## src/hw/tscPkg.sv

```systemverilog
package tscPkg;

	localparam int WordSize = 16; // one address per 16-bit word.
	localparam int ImmSize = 8;
	localparam int TargetSize = 12;
	localparam int RegCount = 4;

	typedef logic [WordSize-1:0] word_t;
	typedef logic [$clog2(RegCount)-1:0] regIdx_t;

	// the low two bits of the branch opcodes double as the branch kind.
	typedef enum logic [3:0] {
		OpBne = 4'd0,
		OpBeq = 4'd1,
		OpBgz = 4'd2,
		OpBlz = 4'd3,
		OpAdi = 4'd4,
		OpOri = 4'd5,
		OpLhi = 4'd6,
		OpLwd = 4'd7,
		OpSwd = 4'd8,
		OpJmp = 4'd9,
		OpJal = 4'd10,
		OpRtype = 4'd15
	} opcode_t;

	typedef enum logic [5:0] {
		FnAdd = 6'd0,
		FnSub = 6'd1,
		FnAnd = 6'd2,
		FnOrr = 6'd3,
		FnNot = 6'd4,
		FnTcp = 6'd5,
		FnShl = 6'd6,
		FnShr = 6'd7,
		FnJpr = 6'd25,
		FnJrl = 6'd26,
		FnWwd = 6'd28,
		FnHlt = 6'd29
	} func_t;

	// same order as the first eight function codes.
	typedef enum logic [2:0] {
		AluAdd, AluSub, AluAnd, AluOr, AluNot, AluTcp, AluShl, AluShr
	} aluOp_t;

	typedef enum logic [1:0] {
		ImmSign, ImmZero, ImmHigh
	} immSel_t;

	typedef enum logic [1:0] {
		PcSeq, PcBranch, PcJump, PcReg
	} pcSel_t;

	typedef struct packed {
		aluOp_t aluOp;
		logic aluSrcImm;
		immSel_t immSel;
		logic regWrite;
		logic writeLink; // PC+1 goes to register 2.
		logic memRead;
		logic memWrite;
		pcSel_t pcSel;
		logic [1:0] branchKind;
		logic outWrite;
		logic halt;
	} ctrl_t;

	typedef struct packed {
		logic cyc;
		logic stb;
		logic we;
		word_t adr;
		word_t dat;
	} wbReq_t;

	typedef struct packed {
		logic ack;
		word_t dat;
	} wbRsp_t;

endpackage

```

## src/hw/tscDecoder.sv

```systemverilog
`timescale 1ns/1ps

module tscDecoder (
	input tscPkg::word_t instr,
	output tscPkg::ctrl_t ctrl
);

	tscPkg::opcode_t opcode;
	tscPkg::func_t func;

	assign opcode = tscPkg::opcode_t'(instr[15:12]);
	assign func = tscPkg::func_t'(instr[5:0]);

	always_comb begin
		// anything not listed falls through as a no-op that still retires.
		ctrl = '0;
		ctrl.aluOp = tscPkg::AluAdd;
		ctrl.immSel = tscPkg::ImmSign;
		ctrl.pcSel = tscPkg::PcSeq;
		case (opcode)
			tscPkg::OpBne, tscPkg::OpBeq, tscPkg::OpBgz, tscPkg::OpBlz: begin
				ctrl.pcSel = tscPkg::PcBranch;
				ctrl.branchKind = instr[13:12];
			end
			tscPkg::OpAdi, tscPkg::OpOri, tscPkg::OpLhi, tscPkg::OpLwd: begin
				ctrl.aluSrcImm = 1'b1;
				ctrl.regWrite = 1'b1;
				ctrl.memRead = (opcode == tscPkg::OpLwd);
				if (opcode == tscPkg::OpOri) begin
					ctrl.aluOp = tscPkg::AluOr;
					ctrl.immSel = tscPkg::ImmZero;
				end else if (opcode == tscPkg::OpLhi) begin
					ctrl.aluOp = tscPkg::AluOr;
					ctrl.immSel = tscPkg::ImmHigh;
				end
			end
			tscPkg::OpSwd: begin
				ctrl.aluSrcImm = 1'b1;
				ctrl.memWrite = 1'b1;
			end
			tscPkg::OpJmp, tscPkg::OpJal: begin
				ctrl.pcSel = tscPkg::PcJump;
				ctrl.regWrite = (opcode == tscPkg::OpJal);
				ctrl.writeLink = (opcode == tscPkg::OpJal);
			end
			tscPkg::OpRtype: begin
				case (func)
					tscPkg::FnAdd, tscPkg::FnSub, tscPkg::FnAnd, tscPkg::FnOrr,
					tscPkg::FnNot, tscPkg::FnTcp, tscPkg::FnShl, tscPkg::FnShr: begin
						ctrl.aluOp = tscPkg::aluOp_t'(instr[2:0]); // codes line up with aluOp_t.
						ctrl.regWrite = 1'b1;
					end
					tscPkg::FnJpr: ctrl.pcSel = tscPkg::PcReg;
					tscPkg::FnJrl: begin
						ctrl.pcSel = tscPkg::PcReg;
						ctrl.regWrite = 1'b1;
						ctrl.writeLink = 1'b1;
					end
					tscPkg::FnWwd: ctrl.outWrite = 1'b1;
					tscPkg::FnHlt: ctrl.halt = 1'b1;
					default: ;
				endcase
			end
			default: ;
		endcase
	end

endmodule

```

## src/hw/tscRegFile.sv

```systemverilog
`timescale 1ns/1ps

module tscRegFile (
	input logic clk,
	input logic rst,
	input tscPkg::regIdx_t rdAddr1,
	input tscPkg::regIdx_t rdAddr2,
	output tscPkg::word_t rdData1,
	output tscPkg::word_t rdData2,
	input logic wrEn,
	input tscPkg::regIdx_t wrAddr,
	input tscPkg::word_t wrData
);

	tscPkg::word_t regs [tscPkg::RegCount];

	// reads see a write only after the edge that performs it.
	assign rdData1 = regs[rdAddr1];
	assign rdData2 = regs[rdAddr2];

	always_ff @(posedge clk) begin
		if (rst) begin
			for (int i = 0; i < tscPkg::RegCount; i++) begin
				regs[i] <= '0;
			end
		end else if (wrEn) begin
			regs[wrAddr] <= wrData;
		end
	end

endmodule

```

## src/hw/tscAlu.sv

```systemverilog
`timescale 1ns/1ps

module tscAlu (
	input tscPkg::ctrl_t ctrl,
	input tscPkg::word_t rsVal,
	input tscPkg::word_t rtVal,
	input logic [tscPkg::ImmSize-1:0] imm,
	output tscPkg::word_t result,
	output logic branchTaken
);

	localparam int ExtBits = tscPkg::WordSize - tscPkg::ImmSize;

	tscPkg::word_t immVal;
	tscPkg::word_t opA;
	tscPkg::word_t opB;

	always_comb begin
		case (ctrl.immSel)
			tscPkg::ImmSign: immVal = {{ExtBits{imm[tscPkg::ImmSize-1]}}, imm};
			tscPkg::ImmHigh: immVal = {imm, {ExtBits{1'b0}}};
			default: immVal = {{ExtBits{1'b0}}, imm};
		endcase
	end

	// LHI ignores rs, so the OR sees zero on that side.
	assign opA = (ctrl.aluSrcImm && ctrl.immSel == tscPkg::ImmHigh) ? '0 : rsVal;
	assign opB = ctrl.aluSrcImm ? immVal : rtVal;

	always_comb begin
		case (ctrl.aluOp)
			tscPkg::AluAdd: result = opA + opB;
			tscPkg::AluSub: result = opA - opB;
			tscPkg::AluAnd: result = opA & opB;
			tscPkg::AluOr: result = opA | opB;
			tscPkg::AluNot: result = ~opA;
			tscPkg::AluTcp: result = ~opA + 1'b1;
			tscPkg::AluShl: result = {opA[tscPkg::WordSize-2:0], 1'b0};
			default: result = {opA[tscPkg::WordSize-1], opA[tscPkg::WordSize-1:1]}; // arithmetic.
		endcase
	end

	always_comb begin
		case (ctrl.branchKind)
			2'd0: branchTaken = (rsVal != rtVal);
			2'd1: branchTaken = (rsVal == rtVal);
			2'd2: branchTaken = ($signed(rsVal) > 0);
			default: branchTaken = rsVal[tscPkg::WordSize-1];
		endcase
	end

endmodule

```

## src/hw/tscPcUnit.sv

```systemverilog
`timescale 1ns/1ps

module tscPcUnit (
	input logic clk,
	input logic rst,
	input logic commit,
	input tscPkg::ctrl_t ctrl,
	input logic branchTaken,
	input logic [tscPkg::ImmSize-1:0] imm,
	input logic [tscPkg::TargetSize-1:0] target,
	input tscPkg::word_t rsVal,
	output tscPkg::word_t pc,
	output tscPkg::word_t pcPlusOne
);

	tscPkg::word_t offset;
	tscPkg::word_t nextPc;

	assign pcPlusOne = pc + 1'b1; // also the link value for JAL and JRL.
	assign offset = {{(tscPkg::WordSize - tscPkg::ImmSize){imm[tscPkg::ImmSize-1]}}, imm};

	always_comb begin
		case (ctrl.pcSel)
			tscPkg::PcBranch: nextPc = branchTaken ? pcPlusOne + offset : pcPlusOne;
			tscPkg::PcJump: nextPc = {pc[tscPkg::WordSize-1:tscPkg::TargetSize], target};
			tscPkg::PcReg: nextPc = rsVal;
			default: nextPc = pcPlusOne;
		endcase
	end

	always_ff @(posedge clk) begin
		if (rst) begin
			pc <= '0;
		end else if (commit) begin
			pc <= nextPc;
		end
	end

endmodule

```

## src/hw/tscSequencer.sv

```systemverilog
`timescale 1ns/1ps

module tscSequencer (
	input logic clk,
	input logic rst,
	input tscPkg::ctrl_t ctrl,
	input tscPkg::word_t pc,
	input tscPkg::word_t dataAdr,
	input tscPkg::word_t storeData,
	input tscPkg::word_t rsVal,
	output tscPkg::wbReq_t wbReq,
	input tscPkg::wbRsp_t wbRsp,
	output tscPkg::word_t instr,
	output tscPkg::word_t loadData,
	output logic commit,
	output logic outValid,
	output tscPkg::word_t outData,
	output logic halted
);

	typedef enum logic [1:0] {
		Fetch, Exec, Data, Stop
	} step_t;

	step_t state;
	logic memAccess;

	assign memAccess = ctrl.memRead | ctrl.memWrite;

	// the slave drives read data during its ack, which is the retiring cycle of a load.
	assign loadData = wbRsp.dat;

	assign commit = (state == Exec && !memAccess && !ctrl.halt) ||
		(state == Data && wbRsp.ack);

	// high from the EXEC cycle of HLT onward.
	assign halted = (state == Stop) || (state == Exec && ctrl.halt);

	always_ff @(posedge clk) begin
		if (rst) begin
			state <= Fetch;
			wbReq.cyc <= 1'b0;
			wbReq.stb <= 1'b0;
			wbReq.we <= 1'b0;
		end else begin
			case (state)
				Fetch: begin
					if (!wbReq.cyc) begin
						wbReq.cyc <= 1'b1;
						wbReq.stb <= 1'b1;
						wbReq.we <= 1'b0;
						wbReq.adr <= pc;
					end else if (wbRsp.ack) begin
						wbReq.cyc <= 1'b0;
						wbReq.stb <= 1'b0;
						instr <= wbRsp.dat;
						state <= Exec;
					end
				end
				Exec: begin
					if (memAccess) begin
						wbReq.cyc <= 1'b1;
						wbReq.stb <= 1'b1;
						wbReq.we <= ctrl.memWrite;
						wbReq.adr <= dataAdr;
						wbReq.dat <= storeData;
						state <= Data;
					end else if (ctrl.halt) begin
						state <= Stop;
					end else begin
						state <= Fetch;
					end
				end
				Data: begin
					if (wbRsp.ack) begin
						wbReq.cyc <= 1'b0;
						wbReq.stb <= 1'b0;
						wbReq.we <= 1'b0;
						state <= Fetch;
					end
				end
				default: ; // stays here until reset.
			endcase
		end
	end

	always_ff @(posedge clk) begin
		if (rst) begin
			outValid <= 1'b0;
		end else begin
			outValid <= commit && ctrl.outWrite;
		end
		if (commit && ctrl.outWrite) begin
			outData <= rsVal;
		end
	end

endmodule

```

## src/hw/tscCpu.sv

```systemverilog
`timescale 1ns/1ps

module tscCpu (
	input logic clk,
	input logic rst,
	output tscPkg::wbReq_t wbReq,
	input tscPkg::wbRsp_t wbRsp,
	output logic outValid,
	output tscPkg::word_t outData,
	output logic halted
);

	localparam tscPkg::regIdx_t LinkReg = 2'd2;

	tscPkg::word_t instr;
	tscPkg::ctrl_t ctrl;
	tscPkg::word_t pc;
	tscPkg::word_t pcPlusOne;
	tscPkg::word_t rsVal;
	tscPkg::word_t rtVal;
	tscPkg::word_t aluResult;
	tscPkg::word_t loadData;
	tscPkg::word_t wrData;
	tscPkg::regIdx_t wrAddr;
	logic branchTaken;
	logic commit;
	logic isRtype;

	assign isRtype = (instr[15:12] == tscPkg::OpRtype);

	// rd for R-type, rt for I-type, and register 2 for the link.
	assign wrAddr = ctrl.writeLink ? LinkReg : (isRtype ? instr[7:6] : instr[9:8]);
	assign wrData = ctrl.writeLink ? pcPlusOne : (ctrl.memRead ? loadData : aluResult);

	tscSequencer sequencer (
		.clk(clk),
		.rst(rst),
		.ctrl(ctrl),
		.pc(pc),
		.dataAdr(aluResult),
		.storeData(rtVal),
		.rsVal(rsVal),
		.wbReq(wbReq),
		.wbRsp(wbRsp),
		.instr(instr),
		.loadData(loadData),
		.commit(commit),
		.outValid(outValid),
		.outData(outData),
		.halted(halted)
	);

	tscDecoder decoder (.instr(instr), .ctrl(ctrl));

	tscRegFile regFile (
		.clk(clk),
		.rst(rst),
		.rdAddr1(instr[11:10]),
		.rdAddr2(instr[9:8]),
		.rdData1(rsVal),
		.rdData2(rtVal),
		.wrEn(commit && ctrl.regWrite),
		.wrAddr(wrAddr),
		.wrData(wrData)
	);

	tscAlu alu (
		.ctrl(ctrl),
		.rsVal(rsVal),
		.rtVal(rtVal),
		.imm(instr[7:0]),
		.result(aluResult),
		.branchTaken(branchTaken)
	);

	tscPcUnit pcUnit (
		.clk(clk),
		.rst(rst),
		.commit(commit),
		.ctrl(ctrl),
		.branchTaken(branchTaken),
		.imm(instr[7:0]),
		.target(instr[11:0]),
		.rsVal(rsVal),
		.pc(pc),
		.pcPlusOne(pcPlusOne)
	);

endmodule

```

## config.mk

```make
export PLATFORM = sky130hd
export DESIGN_NAME = tscCpu
export DESIGN_NICKNAME = d
export VERILOG_FILES = /design/src/hw/tscPkg.sv /design/src/hw/tscDecoder.sv /design/src/hw/tscRegFile.sv /design/src/hw/tscAlu.sv /design/src/hw/tscPcUnit.sv /design/src/hw/tscSequencer.sv /design/src/hw/tscCpu.sv
export SDC_FILE = /design/constraint.sdc
export NUM_CORES = 1
export LEC_CHECK = 0
export BUFFER_PORTS_ARGS = -buffer_cell sky130_fd_sc_hd__buf_2
export CORE_ASPECT_RATIO = 0.5
export CORE_MARGIN = 8
export CORE_UTILIZATION = 25
export DETAILED_ROUTE_END_ITERATION = 10
export GPL_TIMING_DRIVEN = 0
export REMOVE_ABC_BUFFERS = 1
export SYNTH_ARGS = -nofsm -noshare
export SYNTH_HDL_FRONTEND = slang
export SYNTH_HIERARCHICAL = 1
export SYNTH_SLANG_ARGS = --single-unit
export TNS_END_PERCENT = 50
```

## constraint.sdc

```tcl
create_clock -name clk -period 13 [get_ports clk]
set_input_delay 1.95 -clock clk [delete_from_list [all_inputs] [get_ports clk]]
set_output_delay 1.95 -clock clk [all_outputs]
set_load 0.01 [all_outputs]
```

==> impl_metrics.tcl, run 1 <==
set metrics [dict create \
    outcome "completed" \
    cts-root-buf "clkbuf_16" \
    max_freq_mhz 138 \
    combPwrFrac_pct 37.0 \
    drt-vias-per-instance 5.15 \
    die_w_um 325 \
    grt_max_degree 39 \
    initial_core_util_pct 25.4 \
    skew_ps 18.1 \
    synth_xor_area_share_pct 5.10 \
    arrival_ps 7550 \
    multi_input_area_mm2 0.00695 \
    hpwl_um 27600 \
    swShare_pct 39.0 \
    gr-usage-all-layers_pct 13.0 \
    max_stage_delay_ps 1100 \
    setup_ws_ps 5740 \
    critPathLaunchType "register" \
    syn_area_mm2 0.0119 \
    die-height_um 170 \
    synth_flop_cell "edfxtp_1" \
    powerDensity_mw_per_mm2 132 \
    synthSimpleGateAreaFrac_pct 20.1 \
    io-pin-count 72 \
    rows 56 \
    clkPwrFrac_pct 28.0 \
    regArea_mm2 0.00428 \
    cts_tree "done" \
    drtAntennaViolNets 0 \
    vdd_drop_max_mv 0.107 \
    finalSetupViolCount 0 \
    min_path_type "register to register" \
    rsz0062_at_grt "no" \
    final_common_cell "edfxtp_1" \
    post-route-min-period_ps 7260 \
    fp.coreArea_mm2 0.0469 \
    crit_top_cell "o21ai_0" \
    final_layout_size_suffix_gt1_share_pct 15.2 \
    p_leak_uw 0.00486 \
    worstMarginPinSlew_ps 1330 \
    postSynth.asyncResetShare_pct 0 \
    synth_edf_count 128 \
    ff2ff_setup_slack_ps 5740 \
    synthAdderAreaFrac_pct 5.98 \
    ctsHoldBuffers 0 \
    cp.required_ps 13290 \
    syn_to_final_growth_pct 12.3 \
    clk_pin_slew_ps 60 \
    cap_violations 0 \
    cts.path.max_buffers 2 \
    layout_common_cells "edfxtp_1, nand2_1, nor2_1, and2_1" \
    drtIter0Drc 1029 \
    layout.nets 1346 \
    p_total_uw 1770 \
    dp_slack_ps 5840 \
    via_count 9954 \
    period_share_pct 55.8 \
    globalRoute.totalOverflow 0 \
    dr.pass1.iters 5 \
    wl_per_cell_um 19.5 \
    grt_pass1_wl_um 56500 \
    ys_ff_latch 150 \
    grt_pass1_vias 9347 \
    crit_fanout 27 \
    wl_um 37700 \
    critical_path_class "register to register" \
    gp_congestion 0.909 \
    internal_power_uw 1080 \
    syn_avg_cell_area_um2 9.43 \
    power.share.sequential_pct 35.0 \
    slew_headroom_pct 11.2 \
    end_kind "register" \
    port_buffers 71 \
    setup-tns-final_ps 0 \
    htree_levels 4 \
    clkLatencyLatePin_ps 440 \
    drc_errors 0 \
    slowest_stage "nor3b_1" \
    cts-resized-gates 0 \
    critPathBufInv 1 \
    post_cts_buffers 0 \
    cp_cell_sequence "nand2b_1, nor3b_1, nor2b_2, nand2_1, nand2_1, inv_1, ha_1, nor2b_1, o21ai_0, a21boi_0, o21ai_0, o21ai_0, a211oi_1, o311ai_0, mux2i_1, o21ai_1, and2_1" \
    ys_types 99 \
    final_hold_viol_count 0 \
    final.fill_count 4960 \
    p_sw_uw 689 \
    synth_top_family_by_area "simple AND/OR/NAND/NOR gates" \
    synth_compound_area_share_pct 17.4 \
    antenna_cells 0 \
    antenna_found_initial 0 \
    numCtsBuffers 17 \
    critical_path.top_delay_family "simple AND/OR/NAND/NOR gates" \
    ys_seq_area_share_pct 35.9 \
    yosys-mux-area-fraction_pct 9.08 \
    syn_inst 1265 \
    maxSlewViolCount 0 \
    dieArea_mm2 0.0554 \
    clock_sinks 150 \
    ys_warn_count 6 \
]
[registers in the layout (all words and copies together) (netlist names)]
| register | count |
|---|---|
| sequencer/outData | 16 |
| pcUnit/pc | 16 |
| sequencer/instr | 16 |
| sequencer/wbReq | 35 |
| sequencer/state | 2 |
| regFile/regs | 64 |
| sequencer/outValid | 1 |
[power groups by stage]
stage | Combinational (uW) | Clock, uW | Sequential [uW]
6_report | 655 | 496 | 619
5_1_grt | 707 | 516 | 626
4_1_cts | 643 | 500 | 619
3_5_place_dp | 639 | 0 | 629
3_3_place_gp | 629 | 0 | 628
2_1_floorplan | 423 | 0 | 625
[worst paths after layout]
check / from / to / cells past startpoint
worst max-delay path: sequencer/instr[14]$_DFFE_PP_ / regFile/regs[3][12]$_DFFE_PP_ / 17
worst min-delay path: sequencer/wbReq[33]$_SDFFE_PP0P_ / sequencer/wbReq[33]$_SDFFE_PP0P_ / 2
worst max register to register: sequencer/instr[14]$_DFFE_PP_ / regFile/regs[3][12]$_DFFE_PP_ / 17
worst min register to register: sequencer/wbReq[33]$_SDFFE_PP0P_ / sequencer/wbReq[33]$_SDFFE_PP0P_ / 2
[Yosys cell counts (23+ instances only)]
master	count	area share, %
xnor2_1	25	1.8
clkbuf_1	34	1.1
ha_1	45	4.7
inv_1	63	2.0
nor2_1	97	3.1
nand3_1	28	1.2
edfxtp_1	128	32
mux2i_1	34	2.9
xor2_1	40	2.9
nand2_1	116	3.7
mux4_2	33	6.2
a21oi_1	59	2.5
nor3_1	23	0.97
o22ai_1	29	1.5
o21ai_0	72	3.0
and2_1	79	4.1
[metrics by stage]
step                utilization (%)  area [um^2]  hold slack (ps)  std cells
floorplan                         -        11400              483       1178
global placement               26.8        12600              454       1887
detailed placement             27.3        12800              454       1899
CTS                            28.5        13400              465       1931
global route                   28.5        13400              499       1931
finish                         28.5        13400              459       1931
[kinds of logic (layout without fill, tap and decap cells)]
logic type,count (synthesis),after routing
AOI/OAI and AO/OA,314,314
xor gates and xnor gates,67,67
adders and majority gates,58,58
buffers and inverters,152,180
DFF,150,150
muxes,67,67
and+or+nand+nor,457,457
[worst min-delay path, delay by kind of cell, from the launching register on]
family	cells	cell delay [ps]
mux	1	60
simple gates	1	50
flops	1	310
[area by class of cell]
class	instances	area share (%)
clock inverter	15	1.18
tap	638	5.96
timing repair buffer	83	3.99
sequential	150	32.0
clock buffer	17	3.18
multi-input combinational	963	51.9
inverter	65	1.82
[layer usage]
layer	GRT usage (%)	vias to the layer above	part of all wire, %
met1	16.7	4810	42
met4	5.14	0	3.3
met3	1.41	70	5.9
met5	0	-	0
li1	-	4673	-
met2	22.5	401	48
Note: power is estimated with default switching activity, not from simulation.
==> run 2, diff against run 1 <==
--- a/config.mk
+++ b/config.mk
@@ -5,6 +5,7 @@
 export SDC_FILE = /design/constraint.sdc
 export NUM_CORES = 1
 export LEC_CHECK = 0
+export ABC_AREA = 1
 export BUFFER_PORTS_ARGS = -buffer_cell sky130_fd_sc_hd__buf_2
 export CORE_ASPECT_RATIO = 0.5
 export CORE_MARGIN = 8
==> constraint.sdc (replaced) <==
create_clock -name clk -period 7.6 [get_ports clk]
set_input_delay 1.14 -clock clk [delete_from_list [all_inputs] [get_ports clk]]
set_output_delay 1.14 -clock clk [all_outputs]
set_load 0.01 [all_outputs]
==> run 2 against run 1 <==
Wire length rose by 15%; fmax rose by 9.1%; first-iteration DRC count rose by 18%; core utilization fell by 0.53 points; synthesized cell count rose by 45%; die area rose by 5.9%; count of clock-buffer cells in the layout rose by 1; clock skew fell by 3.5 ps; register-to-register slack got worse by 4800 ps; total power rose by 110%; sequential share of layout area fell by 1.5 points; highest routed layer unchanged.
==> impl_metrics.tcl, run 2 <==
set metrics [dict create \
    post-route-min-period_ps 6650 \
    outcome "completed" \
    worst-r2r-cell-count 24 \
    layout.nets 1920 \
    cts-resized-gates 0 \
    syn_avg_cell_area_um2 6.93 \
    layout_common_cells "nand2_1, inv_1, nor2_1, nand3_1, edfxtp_1" \
    worstMarginPinSlew_ps 1390 \
    cap_violations 0 \
    dieArea_mm2 0.0586 \
    globalRoute.totalOverflow 0 \
    combPwrFrac_pct 46.8 \
    p_leak_uw 0.00668 \
    syn_inst 1830 \
    synth_top_cell_area_share_pct 30.3 \
    arrival_ps 6900 \
    io-pin-count 72 \
    largest_reg_flops 64 \
    ys_types 64 \
    synth_flop_cell "edfxtp_1" \
    cp.required_ps 7850 \
    powerDensity_mw_per_mm2 260 \
    ys_seq_area_share_pct 33.8 \
    top_regs "regFile/regs x64, sequencer/wbReq x35" \
    rsz0062_at_grt "no" \
    fp.coreArea_mm2 0.0501 \
    die_w_um 335 \
    htree_levels 4 \
    ys_warn_count 6 \
    final_cell_count_no_fill 2557 \
    gp_congestion 0.958 \
    cp_cell_sequence "inv_1, nand2_1, nand3_1, nand2_1, inv_1, o21ai_2, inv_1, ha_1, or2_2, xor2_1, ha_1, nand2_1, o21ai_1, nand3_1, nand3_1, or2_2, nand3_1, o31ai_1, nor2_1, o21ai_1, nand2_1, a21oi_1, inv_1, nor3_1" \
    synthTopCellsByArea "edfxtp_1, nand2_1, inv_1, nand3_1, nor2_1" \
    p_sw_uw 1670 \
    min_path_type "register to register" \
    max_freq_mhz 150 \
    yosysTopAreaCell "edfxtp_1" \
    drtAntennaViolNets 0 \
    r2r-end "regFile/regs[2][11]$_SDFFCE_PN0P_" \
    yosys-mux-area-fraction_pct 0 \
    via_count 12300 \
    clk_pin_slew_ps 70 \
    hpwl_um 32000 \
    clock_sinks 150 \
    grt_max_degree 36 \
    worstReg2RegStart "sequencer/instr[8]$_DFFE_PP_" \
    ff2ff_setup_slack_ps 950 \
    hp-start "sequencer/wbReq[32]$_SDFFE_PP0P_" \
    final_common_cell "nand2_1" \
    synth_common_cells "nand2_1, inv_1, nor2_1" \
    setup-tns-final_ps 0 \
    ys_ff_latch 150 \
    wl_per_cell_um 16.9 \
    critPathCapture "regFile/regs[2][11]$_SDFFCE_PN0P_" \
    drt-vias-per-instance 4.80 \
    final_layout_size_suffix_gt1_share_pct 11.0 \
    grt-busiest-layer "met2" \
    antenna_found_initial 0 \
    ctsHoldBuffers 0 \
    synth_edf_count 128 \
    syn_area_mm2 0.0127 \
    crit_fanout 35 \
    swShare_pct 45.8 \
    grt_pass1_vias 11500 \
    gr-usage-all-layers_pct 14.2 \
    dr.pass1.iters 8 \
    startpoint "sequencer/instr[8]$_DFFE_PP_" \
    clkLatencyLatePin_ps 430 \
    synth_xor_area_share_pct 1.86 \
    critPathLaunchType "register" \
    yosysMostFrequentCell "nand2_1" \
    drc_errors 0 \
    regMostFlops "regFile/regs" \
    dp_cells 2525 \
    post_cts_buffers 0 \
    initial_core_util_pct 25.3 \
    maxSlewViolCount 0 \
    wl_um 43300 \
    end_kind "register" \
    synthAdderAreaFrac_pct 4.76 \
    numCtsBuffers 17 \
    antenna_cells 0 \
    use_met3_pct 2.10 \
    critical_path_class "register to register" \
    power.share.sequential_pct 30.7 \
    synthSimpleGateAreaFrac_pct 34.8 \
    port_buffers 71 \
    slew_headroom_pct 7.27 \
    clkPwrFrac_pct 22.6 \
    synth_top_family_by_area "simple AND/OR/NAND/NOR gates" \
    met2_usage_pct 24.5 \
    vdd_drop_max_mv 0.182 \
    grt_use_met1_pct 17.4 \
    cts-root-buf "clkbuf_16" \
    cts.path.max_buffers 2 \
    grt_pass1_wl_um 65200 \
    drtIter0Drc 1217 \
    final_hold_viol_count 0 \
    rows 58 \
    slowest_stage "edfxtp_1" \
    period_share_pct 87.5 \
    max_stage_delay_ps 1280 \
    syn_to_final_growth_pct 10.7 \
    synth_compound_area_share_pct 12.6 \
    cts_tree "done" \
    die-height_um 175 \
    internal_power_uw 1980 \
    postSynth.asyncResetShare_pct 0 \
    finalSetupViolCount 0 \
    skew_ps 14.6 \
]
-- run 2: cell count changes after synthesis, sizes merged, moves of 19 or more --
cell and delta:
nand3 +146, nor2b -23, clkbuf -27, o22ai -19, xnor2 -21, a21oi +52
mux4 -33, nand2 +418, inv +220, and2 -78, mux2i -34, nor2 +99
-- run 2: how the worst min path moves through the flow --
stage / cells after the start / slack [ps] / endpoint
3_5_place_dp: 4 / 510 / sequencer/wbReq[33]$_SDFFE_PP0P_
6_report: 4 / 520 / sequencer/wbReq[32]$_SDFFE_PP0P_
5_1_grt: 4 / 550 / sequencer/wbReq[32]$_SDFFE_PP0P_
4_1_cts: 4 / 520 / sequencer/wbReq[33]$_SDFFE_PP0P_
3_3_place_gp: 4 / 510 / sequencer/wbReq[33]$_SDFFE_PP0P_
2_1_floorplan: 2 / 470 / pcUnit/pc[14]$_SDFFE_PP0P_
-- run 2: kinds of logic (layout without fill, tap and decap cells) --
group,count (synthesis),after routing
AO/OA/AOI/OAI,267,267
XOR/XNOR,27,27
buffers and inverters,353,390
flip-flops,150,150
adder cells (fa/ha/maj),47,47
AND/OR/NAND/NOR,986,986
-- run 2: layer usage --
metal | share of wire [%] | up-vias
li1 | - | 6024
met1 | 41 | 5687
met2 | 48 | 469
met3 | 6.8 | 88
met4 | 4.0 | 0
met5 | 0 | -
-- run 2: metrics by stage --
| step | utilization (%) | instance area [um^2] | hold WS [ps] | total power (uW) | setup WS [ps] |
|---|---|---|---|---|---|
| floorplan | - | 12200 | 475 | 2250 | 3070 |
| global placement | 26.8 | 13400 | 508 | 2790 | 1110 |
| detailed placement | 26.9 | 13500 | 508 | 2810 | 996 |
| CTS | 28.0 | 14000 | 521 | 3640 | 972 |
| global route | 28.0 | 14000 | 549 | 3880 | 375 |
| finish | 28.0 | 14000 | 515 | 3650 | 950 |
-- run 2: cell type report --
type                            count  area [um^2]
Fill cell                        5514        36100
Multi-Input combinational cell   1327         6870
Sequential cell                   150         4280
Inverter                          285         1080
Tap cell                          690          863
Clock buffer                       18          429
Timing Repair Buffer               73          378
Clock inverter                     14          133
-- run 2: power groups by stage --
stage	clock [uW]	sequential, uW	combinational, uW
floorplan	0	1140	1110
global placement	0	1140	1650
detailed placement	0	1140	1670
CTS	836	1120	1680
global route	866	1130	1880
finish	824	1120	1710
-- run 2: worst max-delay path: cells and delay by family (launching register included) --
kind	cells	cell delay, ps
flops	1	1280
compound gates	5	1280
xor+xnor	1	150
fa+ha+maj	2	580
buf+inv	4	1290
simple gates	12	1850
==> run 3, diff against run 2 <==
--- a/config.mk
+++ b/config.mk
@@ -11,7 +11,7 @@
 export CORE_MARGIN = 8
 export CORE_UTILIZATION = 25
 export DETAILED_ROUTE_END_ITERATION = 10
-export GPL_TIMING_DRIVEN = 0
+export GPL_TIMING_DRIVEN = 1
 export REMOVE_ABC_BUFFERS = 1
 export SYNTH_ARGS = -nofsm -noshare
 export SYNTH_HDL_FRONTEND = slang
==> run 3 against run 2 <==
Hold slack gained 4.2 ps; fmax grew 16%; count of clock-buffer cells in the layout shrank 1; sequential cell count is the same.
==> impl_metrics.tcl, run 3 (same netlist as run 2, synthesis figures left out) <==
set metrics [dict create \
    arrival_ps 5970 \
    rows 58 \
    post_cts_buffers 0 \
    numCtsBuffers 17 \
    period_share_pct 75.4 \
    regMostFlops "regFile/regs" \
    min_path_type "register to register" \
    drc_errors 0 \
    maxSlewViolCount 0 \
    worst-r2r-cell-count 24 \
    die-height_um 175 \
    final_layout_size_suffix_gt1_share_pct 11.3 \
    drtAntennaViolNets 0 \
    post-route-min-period_ps 5730 \
    antenna_cells 0 \
    layout_common_cells "nand2_1, inv_1, nor2_1, nand3_1, edfxtp_1" \
    slew_headroom_pct 18.8 \
    layout.nets 1931 \
    critPathLaunchType "register" \
    max_freq_mhz 175 \
    p_leak_uw 0.00676 \
    final.fill_count 5469 \
    dr.pass1.iters 6 \
    critical_path_class "register to register" \
    gp_congestion 0.994 \
    fp.coreArea_mm2 0.0501 \
    cts-root-buf "clkbuf_16" \
    cts.path.max_buffers 2 \
    skew_ps 13.7 \
    cap_violations 0 \
    grt_pass1_wl_um 69500 \
    end_kind "register" \
    largest_reg_flops 64 \
    port_buffers 71 \
    grt_max_degree 35 \
    crit_fanout 34 \
    placed_cell_area_mm2 0.0135 \
    cts_tree "done" \
    via_count 12500 \
    rsz0062_at_grt "no" \
    htree_levels 4 \
    r2r-end "regFile/regs[2][11]$_SDFFCE_PN0P_" \
    final_area_mm2 0.0141 \
    drtIter0Drc 1529 \
    ctsHoldBuffers 0 \
    globalRoute.totalOverflow 0 \
    finalSetupViolCount 0 \
    ff2ff_setup_slack_ps 1870 \
    top_regs "regFile/regs x64, sequencer/wbReq x35" \
    clk_pin_slew_ps 70 \
    vdd_drop_max_mv 0.142 \
    cts-resized-gates 0 \
    clock_sinks 150 \
    final_common_cell "nand2_1" \
    dieArea_mm2 0.0586 \
    final_hold_viol_count 0 \
    gr-usage-all-layers_pct 15.0 \
    worstReg2RegStart "sequencer/instr[15]$_DFFE_PP_" \
    die_w_um 335 \
    wl_um 45200 \
    whs_path_depth 4 \
    powerDensity_mw_per_mm2 265 \
    hp-start "sequencer/wbReq[33]$_SDFFE_PP0P_" \
    hpwl_um 33600 \
    drt-vias-per-instance 4.87 \
    outcome "completed" \
    holdPathEnd "sequencer/wbReq[33]$_SDFFE_PP0P_" \
    clkLatencyLatePin_ps 430 \
    grt_pass1_vias 11900 \
    io-pin-count 72 \
    cp.required_ps 7840 \
    syn_to_final_growth_pct 11.5 \
    setup-tns-final_ps 0 \
    antenna_found_initial 0 \
    initial_core_util_pct 25.3 \
    worstMarginPinSlew_ps 1210 \
    wl_per_cell_um 17.6 \
]
## run 3: worst max-delay path: stages (launching register included)
cell	delay, ps
edfxtp_1	430
nor2_1	210
inv_1	110
nand2_1	750
nand3_4	570
nand3_1	440
nand2_1	150
nor2_1	120
nand2_1	100
o21ai_0	230
xor2_1	110
ha_1	360
nand2_1	90
nor2_1	160
nand3_1	100
nand3_1	210
or2_2	140
nand3_1	70
o31ai_1	110
nor2_1	70
o21ai_1	260
nand2_1	180
a21oi_1	240
inv_1	130
nor3_1	190
## run 3: metal layers
layer,up-vias,GRT usage (%),share of wire [%]
met2,568,24.9,46
met3,104,2.71,8.6
li1,6043,-,-
met1,5793,18.7,41
met4,0,7.33,4.5
met5,-,0,0
## run 3: report_power, final
group          switching, uW  leakage, uW  internal (uW)
Combinational           1220      0.00503            526
Clock                    394     0.000292            499
Sequential              76.5      0.00143           1030
## run 3: metrics by stage
step           utilization, %  total power (uW)  cells  setup WS [ps]  hold slack [ps]
4_1_cts                  28.2              3720   2567           2040              522
6_report                 28.2              3740   2567           1870              520
3_3_place_gp             27.0              2820   2536           2130              495
2_1_floorplan               -              2250   1762           3070              475
5_1_grt                  28.2              3970   2567           1480              566
3_5_place_dp             27.0              2830   2536           2060              507
## run 3: how the worst max path moves through the flow
| stage | from | end | cells past startpoint | slack [ps] |
|---|---|---|---|---|
| 2_1_floorplan | sequencer/instr[8]$_DFFE_PP_ | regFile/regs[2][11]$_SDFFCE_PN0P_ | 24 | 3070 |
| 3_3_place_gp | sequencer/instr[15]$_DFFE_PP_ | regFile/regs[2][6]$_SDFFCE_PN0P_ | 21 | 2130 |
| 3_5_place_dp | sequencer/instr[15]$_DFFE_PP_ | regFile/regs[2][6]$_SDFFCE_PN0P_ | 21 | 2060 |
| 4_1_cts | sequencer/instr[15]$_DFFE_PP_ | regFile/regs[2][11]$_SDFFCE_PN0P_ | 24 | 2040 |
| 5_1_grt | sequencer/instr[14]$_DFFE_PP_ | regFile/regs[2][14]$_SDFFCE_PN0P_ | 25 | 1480 |
| 6_report | sequencer/instr[15]$_DFFE_PP_ | regFile/regs[2][11]$_SDFFCE_PN0P_ | 24 | 1870 |
## run 3: area by class of cell
type                       count  area, um^2  share of cell area [%]
timing repair buffer          84         453                    3.20
multi-input combinational   1327        6860                    48.5
inverter                     285        1080                    7.65
clock buffer                  17         425                    3.01
clock inverter                14         180                    1.27
sequential                   150        4280                    30.3
tap                          690         863                    6.10
